$ cat src/design/cgra_conf_pkg.sv
`default_nettype none

package cgra_conf_pkg;

  // word type codes, low byte of every configuration word
  typedef enum logic [7:0] {
    NOT_CONF            = 8'd0,
    SET_PE_INSTRUCTION  = 8'd1,
    SET_PE_CONST        = 8'd2,
    SET_PE_PC_MAX       = 8'd3,
    SET_PE_PC_LOOP      = 8'd4,
    SET_PE_STORE_IGNORE = 8'd5,
    SET_NET_PC_MAX      = 8'd6,
    SET_NET_PC_LOOP     = 8'd7,
    NET_SWITCH          = 8'd8
  } conf_type_e;

  // payload as seen by switch memory writes
  typedef struct packed {
    logic [11:0] inst_addr;
    logic [23:0] switch_conf;
  } conf_net_view_t;

  // payload as seen by loop bound writes
  typedef struct packed {
    logic [3:0]  pad;
    logic [31:0] pc_value;
  } conf_pc_view_t;

  typedef union packed {
    conf_net_view_t net;
    conf_pc_view_t  pc;
  } conf_payload_u;

  typedef struct packed {
    conf_payload_u payload;        // [63:28]
    logic [3:0]    thread_id;      // [27:24]
    logic [15:0]   switch_number;  // [23:8]
    conf_type_e    conf_type;      // [7:0]
  } conf_word_t;

  // broadcast bus, one word per valid cycle
  typedef struct packed {
    logic       valid;
    conf_word_t word;
  } conf_bus_t;

endpackage

`default_nettype wire

$ cat src/design/cgra_net_pkg.sv
`default_nettype none

package cgra_net_pkg;

  localparam int PC_W  = 8;  // pc and memory address width
  localparam int SEL_W = 8;  // switch select held per address

  typedef struct packed {
    logic             we;
    logic [PC_W-1:0]  addr;
    logic [SEL_W-1:0] data;
  } net_mem_wr_t;

  typedef struct packed {
    logic            max_we;
    logic            loop_we;
    logic            thread_we;
    logic [2:0]      thread;
    logic [PC_W-1:0] value;
  } pc_wr_t;

  typedef struct packed {
    logic             active;
    logic [PC_W-1:0]  pc;
    logic [SEL_W-1:0] sel;
    logic [2:0]       thread;
  } switch_state_t;

endpackage

`default_nettype wire

$ cat src/design/conf_ingress.sv
`default_nettype none

module conf_ingress (
  input  logic                      clk,
  input  logic                      rst,
  input  logic                      host_req,
  input  cgra_conf_pkg::conf_word_t host_word,
  output logic                      host_ack,
  input  logic                      full,
  output logic                      push,
  output cgra_conf_pkg::conf_word_t push_word
);

  typedef enum logic {
    IDLE,
    ACKED
  } state_t;

  state_t state;

  assign host_ack = (state == ACKED);

  // word is captured together with the push pulse
  always_ff @(posedge clk) begin
    if (state == IDLE && host_req && !full) begin
      push_word <= host_word;
    end
  end

  always_ff @(posedge clk) begin
    if (rst) begin
      state <= IDLE;
      push  <= 1'b0;
    end else begin
      push <= 1'b0;  // single cycle pulse
      case (state)
        IDLE: begin
          if (host_req && !full) begin
            push  <= 1'b1;
            state <= ACKED;
          end
        end
        ACKED: begin
          if (!host_req) begin
            state <= IDLE;  // drop ack, host may start a new req
          end
        end
        default: begin
          state <= IDLE;
        end
      endcase
    end
  end

endmodule

`default_nettype wire

$ cat src/design/conf_fifo.sv
`default_nettype none

module conf_fifo #(
  parameter int DEPTH = 4
) (
  input  logic                      clk,
  input  logic                      rst,
  input  logic                      push,
  input  cgra_conf_pkg::conf_word_t push_word,
  output logic                      full,
  input  logic                      conf_hold,
  output cgra_conf_pkg::conf_bus_t  conf_bus
);

  import cgra_conf_pkg::*;

  localparam int PTR_W = (DEPTH > 1) ? $clog2(DEPTH) : 1;
  localparam int CNT_W = $clog2(DEPTH + 1);

  conf_word_t       mem [DEPTH];
  logic [PTR_W-1:0] wr_ptr;
  logic [PTR_W-1:0] rd_ptr;
  logic [CNT_W-1:0] count;
  logic             pop;

  assign full = (count == CNT_W'(DEPTH));
  assign pop  = (count != '0) && !conf_hold;

  // head goes straight onto the bus and leaves on the same edge
  assign conf_bus.valid = pop;
  assign conf_bus.word  = mem[rd_ptr];

  always_ff @(posedge clk) begin
    if (push) begin
      mem[wr_ptr] <= push_word;
    end
  end

  always_ff @(posedge clk) begin
    if (rst) begin
      wr_ptr <= '0;
      rd_ptr <= '0;
      count  <= '0;
    end else begin
      if (push) begin
        wr_ptr <= (wr_ptr == PTR_W'(DEPTH - 1)) ? '0 : wr_ptr + 1'b1;
      end
      if (pop) begin
        rd_ptr <= (rd_ptr == PTR_W'(DEPTH - 1)) ? '0 : rd_ptr + 1'b1;
      end
      case ({push, pop})
        2'b10:   count <= count + 1'b1;
        2'b01:   count <= count - 1'b1;
        default: count <= count;
      endcase
    end
  end

  // ingress must see full before it acks another word
  a_no_push_full : assert property (@(posedge clk) disable iff (rst) push |-> !full)
    else $error("conf_fifo: push while full");

endmodule

`default_nettype wire

$ cat src/design/switch_conf_reader.sv
`default_nettype none

module switch_conf_reader #(
  parameter int SWITCH_NUMBER = 0
) (
  input  logic                      clk,
  input  logic                      rst,
  input  cgra_conf_pkg::conf_bus_t  conf_bus,
  output cgra_net_pkg::net_mem_wr_t net_mem_wr,
  output cgra_net_pkg::pc_wr_t      pc_wr
);

  import cgra_conf_pkg::*;
  import cgra_net_pkg::*;

  logic       s1_valid;
  conf_word_t s1_word;
  logic       match;

  assign match = s1_valid && (s1_word.switch_number == 16'(SWITCH_NUMBER));

  // stage one captures the bus word
  always_ff @(posedge clk) begin
    if (conf_bus.valid) begin
      s1_word <= conf_bus.word;
    end
    if (rst) begin
      s1_valid <= 1'b0;
    end else begin
      s1_valid <= conf_bus.valid;
    end
  end

  // stage two filters on switch number and decodes the type
  always_ff @(posedge clk) begin
    net_mem_wr.addr <= s1_word.payload.net.inst_addr[PC_W-1:0];
    net_mem_wr.data <= s1_word.payload.net.switch_conf[SEL_W-1:0];
    pc_wr.value     <= s1_word.payload.pc.pc_value[PC_W-1:0];
    pc_wr.thread    <= s1_word.thread_id[2:0];
    if (rst) begin
      net_mem_wr.we   <= 1'b0;
      pc_wr.max_we    <= 1'b0;
      pc_wr.loop_we   <= 1'b0;
      pc_wr.thread_we <= 1'b0;
    end else begin
      net_mem_wr.we   <= 1'b0;
      pc_wr.max_we    <= 1'b0;
      pc_wr.loop_we   <= 1'b0;
      pc_wr.thread_we <= 1'b0;
      if (match) begin
        case (s1_word.conf_type)
          SET_NET_PC_MAX: begin
            pc_wr.max_we    <= 1'b1;
            pc_wr.thread_we <= 1'b1;
          end
          SET_NET_PC_LOOP: begin
            pc_wr.loop_we   <= 1'b1;
            pc_wr.thread_we <= 1'b1;
          end
          NET_SWITCH: begin
            net_mem_wr.we   <= 1'b1;
            pc_wr.thread_we <= 1'b1;
          end
          default: begin
          end  // pe types belong to other readers
        endcase
      end
    end
  end

  a_one_strobe : assert property (@(posedge clk) disable iff (rst)
    $onehot0({net_mem_wr.we, pc_wr.max_we, pc_wr.loop_we}))
    else $error("switch_conf_reader: more than one strobe");

endmodule

`default_nettype wire

$ cat src/design/switch_context.sv
`default_nettype none

module switch_context (
  input  logic                        clk,
  input  logic                        rst,
  input  logic                        run,
  input  cgra_net_pkg::net_mem_wr_t   net_mem_wr,
  input  cgra_net_pkg::pc_wr_t        pc_wr,
  output cgra_net_pkg::switch_state_t switch_state
);

  import cgra_net_pkg::*;

  logic [SEL_W-1:0] mem [2**PC_W];
  logic [PC_W-1:0]  pc;
  logic [PC_W-1:0]  pc_max;
  logic [PC_W-1:0]  pc_loop;
  logic [PC_W-1:0]  pc_next;
  logic [2:0]       thread;
  logic [SEL_W-1:0] sel;
  logic             active;

  // first running cycle reports pc 0, then the loop rule applies
  always_comb begin
    if (!run || !active) begin
      pc_next = '0;
    end else if (pc == pc_max) begin
      pc_next = pc_loop;
    end else begin
      pc_next = pc + 1'b1;
    end
  end

  always_ff @(posedge clk) begin
    if (net_mem_wr.we) begin
      mem[net_mem_wr.addr] <= net_mem_wr.data;
    end
    if (net_mem_wr.we && net_mem_wr.addr == pc_next) begin
      sel <= net_mem_wr.data;  // write through to the reported slot
    end else begin
      sel <= mem[pc_next];
    end
  end

  always_ff @(posedge clk) begin
    if (rst) begin
      pc      <= '0;
      pc_max  <= '0;
      pc_loop <= '0;
      thread  <= '0;
      active  <= 1'b0;
    end else begin
      pc     <= pc_next;
      active <= run;
      if (pc_wr.max_we) begin
        pc_max <= pc_wr.value;
      end
      if (pc_wr.loop_we) begin
        pc_loop <= pc_wr.value;
      end
      if (pc_wr.thread_we) begin
        thread <= pc_wr.thread;
      end
    end
  end

  assign switch_state.active = active;
  assign switch_state.pc     = pc;
  assign switch_state.sel    = sel;
  assign switch_state.thread = thread;

endmodule

`default_nettype wire

$ cat src/design/cgra_net_conf_top.sv
`default_nettype none

module cgra_net_conf_top #(
  parameter int NUM_SWITCHES = 2,
  parameter int FIFO_DEPTH   = 4
) (
  input  logic                                          clk,
  input  logic                                          rst,
  input  logic                                          host_req,
  input  cgra_conf_pkg::conf_word_t                     host_word,
  output logic                                          host_ack,
  input  logic                                          conf_hold,
  input  logic                                          run,
  output cgra_net_pkg::switch_state_t [NUM_SWITCHES-1:0] switch_states
);

  import cgra_conf_pkg::*;
  import cgra_net_pkg::*;

  logic        push;
  conf_word_t  push_word;
  logic        full;
  conf_bus_t   conf_bus;
  net_mem_wr_t net_mem_wr [NUM_SWITCHES];
  pc_wr_t      pc_wr      [NUM_SWITCHES];

  conf_ingress u_ingress (
    .clk       (clk),
    .rst       (rst),
    .host_req  (host_req),
    .host_word (host_word),
    .host_ack  (host_ack),
    .full      (full),
    .push      (push),
    .push_word (push_word)
  );

  conf_fifo #(.DEPTH(FIFO_DEPTH)) u_fifo (
    .clk       (clk),
    .rst       (rst),
    .push      (push),
    .push_word (push_word),
    .full      (full),
    .conf_hold (conf_hold),
    .conf_bus  (conf_bus)
  );

  for (genvar i = 0; i < NUM_SWITCHES; i++) begin : g_switch
    switch_conf_reader #(.SWITCH_NUMBER(i)) u_reader (
      .clk        (clk),
      .rst        (rst),
      .conf_bus   (conf_bus),
      .net_mem_wr (net_mem_wr[i]),
      .pc_wr      (pc_wr[i])
    );

    switch_context u_context (
      .clk          (clk),
      .rst          (rst),
      .run          (run),
      .net_mem_wr   (net_mem_wr[i]),
      .pc_wr        (pc_wr[i]),
      .switch_state (switch_states[i])
    );
  end

endmodule

`default_nettype wire

$ cat config.mk
export PLATFORM = sky130hd
export DESIGN_NAME = cgra_net_conf_top
export DESIGN_NICKNAME = d
export VERILOG_FILES = /design/src/design/cgra_conf_pkg.sv /design/src/design/cgra_net_pkg.sv /design/src/design/conf_ingress.sv /design/src/design/conf_fifo.sv /design/src/design/switch_conf_reader.sv /design/src/design/switch_context.sv /design/src/design/cgra_net_conf_top.sv
export SDC_FILE = /design/constraint.sdc
export NUM_CORES = 2
export LEC_CHECK = 0
export BUFFER_PORTS_ARGS = -buffer_cell sky130_fd_sc_hd__buf_2
export CORE_MARGIN = 5
export CORE_UTILIZATION = 45
export DETAILED_ROUTE_END_ITERATION = 8
export GPL_TIMING_DRIVEN = 0
export PLACE_DENSITY = 0.56
export SETUP_SLACK_MARGIN = 0.2
export SYNTH_ARGS = -nofsm -noshare
export SYNTH_HDL_FRONTEND = slang
export SYNTH_MEMORY_MAX_BITS = 65536
export SYNTH_SLANG_ARGS = --single-unit
$ cat constraint.sdc
create_clock -name clk -period 11.13 [get_ports clk]
set_input_delay 1.113 -clock clk [delete_from_list [all_inputs] [get_ports clk]]
set_output_delay 1.113 -clock clk [all_outputs]
set_load 0.05 [all_outputs]
==> results_dict.tcl <==
set metrics [dict create \
    grt_pass1_vias 90660 \
    core_area_um2 379000 \
    worstHoldStart "host_word[22]" \
    worstReg2RegEnd "g_switch[1].u_context.mem[246][3]$_DFFE_PP_" \
    grt_max_degree 89 \
    rr_worst_depth 6 \
    drtIter0Drc 16195 \
    antenna_found_initial 49 \
    holdPathEnd "u_ingress.push_word[22]$_DFFE_PP_" \
    syn_area_per_cell_um2 20.8 \
    power_leakage_uw 0.0583 \
    min_period_ps 9070 \
    skew_ps 76.2 \
    cap_violations 20 \
    die_w_um 628 \
    totalWireLength_um 594000 \
    fin_ws_ps 2060 \
    worst_pin_slew_ps 1690 \
    syn_to_final_growth_pct 13.5 \
    rows 226 \
    final-setup-viol-count 0 \
    stdcell_count 14264 \
    crit_fanout 10 \
    reg2reg_from "g_switch[0].u_reader.net_mem_wr[13]$_DFF_P_" \
    swShare_pct 22.5 \
    port_buffers 88 \
    clk_pin_slew_ps 60 \
    crit_path_end_kind "primary output" \
    fmax_ghz 0.110 \
    worst-setup-path-type "flip-flop to primary output" \
    netlist.area_leader.share_pct 76.1 \
    violations "max-capacitance violations, max-slew violations" \
    nets 8938 \
    grt_usage_pct 29.8 \
    fillCellCount 30068 \
    yosys-top-cells-area "edfxtp_1 76%, mux4_2 12%, mux2i_1 2.5%, nor2_1 1.4%, dfxtp_1 1.3%" \
    ys.flop_type "edfxtp_1" \
    place_hpwl_um 401000 \
    powerDensity_nw_per_um2 188 \
    layout-drive-gt1-share_pct 22.3 \
    first_pass_iters 8 \
    cts-resized-gates 0 \
    rrSetupSlack_ps 5800 \
    ys_seq_area_share_pct 77.4 \
    ios 110 \
    holdPathStages 1 \
    yosys_warnings 0 \
    clkLatencyLatePin_ps 1000 \
    grt_pass1_wl_um 793000 \
    post_cts_buffers 0 \
    htreeDepth 5 \
    synthArstFlopShare_pct 0 \
    routabilityCongestion 0.997 \
    ys_seq_elements 4462 \
    avgViaCountPerCell 6.57 \
    numCtsBuffers 449 \
    hold_viol_final 0 \
    setup_tns_ps 0 \
    fin_hold_ws_ps 307 \
    vias 93674 \
    p_seq_share_pct 53.7 \
    drtAntennaViolNets 0 \
    hp-class "input port to flip-flop" \
    grt-ovfl-total 0 \
    cts.sinks 4462 \
    synth_edf_count 4354 \
    p_int_uw 28400 \
    post-synth-top-area-cell "edfxtp_1" \
    slew_headroom_pct -12.6 \
    ys_types 72 \
    wl_per_cell_um 41.6 \
    clockRootBuffer "clkbuf_16" \
    hold_buffers 0 \
    dp_cells 13424 \
    clock_power_share_pct 41.0 \
    critPathRequiredTime_ps 10020 \
    syn-num-nets 8324 \
    dp_slack_ps 3540 \
    p_comb_share_pct 5.3 \
    route.detailed.drc 0 \
    initial_core_util_pct 45.2 \
    grt_setup_unrepaired "no" \
    period_share_pct 81.5 \
    die_h_um 628 \
    cp.arrival_ps 7960 \
    post-route-util_pct 51.3 \
    drv_slew 168 \
    synthCells 8246 \
    cts_tree "built" \
    clock_path_buffers 4 \
    die-area_um2 394000 \
    p_switching_uw 8240 \
    synth_area_um2 172000 \
    crit_path_start_kind "flip-flop" \
    max-vdd-ir-drop_uv 136 \
    status "finished, violations left" \
]
## layout by cell type, fill, tap and decap left out, types with 46 or more instances in the layout
cell type and n:
a21oi_1 167, a221oi_1 47, a22oi_1 146, buf_16 55, buf_2 214, buf_4 51
buf_6 71, bufinv_16 46, clkbuf_1 265, clkbuf_16 453, clkinv_1 116, clkinv_2 81
dfxtp_1 100, edfxtp_1 4354, mux2i_1 423, mux4_2 925, nand2_1 155, nand3_1 89
nor2_1 644, nor3_1 64, o21ai_0 73, o221ai_1 96, o22ai_1 65
## routing by layer
layer	wire (µm)	part of all wire (%)	vias up	GRT usage, %
met3	84400	14	1173	11.0
met5	194	0.033	-	0
li1	-	-	35590	-
met4	24000	4.0	28	10.1
met2	256000	43	6635	42.7
met1	229000	39	50248	42.3
## synthesized netlist by cell type (26+ instances only)
library cell	count
edfxtp_1	4354
a221oi_1	47
nand3_1	89
o21ai_0	73
buf_4	50
mux2i_1	423
buf_6	71
o22ai_1	65
o221ai_1	96
nor2b_1	33
a22oi_1	146
buf_2	119
a22o_1	30
nand2_1	155
dfxtp_1	108
a211oi_1	39
nor3_1	64
nor2_1	648
xor2_1	26
a21oi_1	167
clkbuf_1	210
mux4_2	925
## how the worst max path moves through the flow
stage                     cells after the start                                       start                                     endpoint
final                                        10                                   flip-flop                            switch_states[27]
after global routing                         10                                   flip-flop                            switch_states[27]
after CTS                                    10                                   flip-flop                            switch_states[27]
after detailed placement                     10                                   flip-flop                            switch_states[27]
after global placement                        0  g_switch[0].u_reader.net_mem_wr[5]$_DFF_P_  g_switch[0].u_context.mem[236][5]$_DFFE_PP_
after floorplan                               0  g_switch[0].u_reader.net_mem_wr[0]$_DFF_P_    g_switch[0].u_context.mem[0][0]$_DFFE_PP_
## flip-flops by register name, summed over array words and instances (netlist names), 2 cells and up, named ones only
signal,cells
u_fifo.count,3
g_switch.u_context.thread,6
u_fifo.mem,172
g_switch.u_reader.net_mem_wr,18
u_ingress.push_word,43
g_switch.u_reader.pc_wr,9
g_switch.u_context.pc_max,16
u_fifo.wr_ptr,2
g_switch.u_context.mem,4096
g_switch.u_context.pc,16
g_switch.u_reader.s1_word,43
g_switch.u_context.pc_loop,16
u_fifo.rd_ptr,2
## power groups by stage
stage / Sequential (µW) / Combinational (µW) / Clock (µW)
finish: 19700 / 1940 / 15000
global route: 19700 / 2000 / 15800
CTS: 19700 / 1890 / 15100
detailed placement: 20000 / 1900 / 0
global placement: 22200 / 554 / 0
floorplan: 20900 / 281 / 0
## cells by family after synthesis
| kind of cell | Yosys count | share of synthesized area, % |
|---|---|---|
| AOI/OAI and AO/OA | 771 | 3.14 |
| and+or+nand+nor | 1097 | 2.74 |
| muxes | 1372 | 14.8 |
| xor gates and xnor gates | 30 | 0.153 |
| DFF | 4462 | 77.4 |
| adders and majority gates | 9 | 0.0700 |
| buffers and inverters | 505 | 1.74 |
## critical path, stage by stage, from the launching register on
cell and delay [ps]:
dfxtp_1 310, buf_2 270, inv_2 470, buf_2 690, clkbuf_1 1120, clkbuf_1 1250
a21oi_1 100, nor3_1 820, a21oi_1 190, a211oi_1 1220, buf_2 450
## through the flow
step / area, µm² / power, µW
global route: 195000 / 37500
finish: 195000 / 36600
floorplan: 172000 / 21200
CTS: 195000 / 36700
global placement: 178000 / 22800
detailed placement: 180000 / 21900
## layout make-up
type                       instances  area [µm²]  share of cell area, %
tap                             5016        6280                   3.22
multi-input combinational       3279       35900                   18.4
inverter                          15        56.3                 0.0289
sequential                      4462      133000                   68.2
antenna                           19        47.5                 0.0244
buffer                           490        2990                   1.53
clock buffer                     546       11700                   6.00
clock inverter                   274        2640                   1.36
timing repair buffer             163        2310                   1.19
Note: power is estimated with default switching activity, not from simulation.
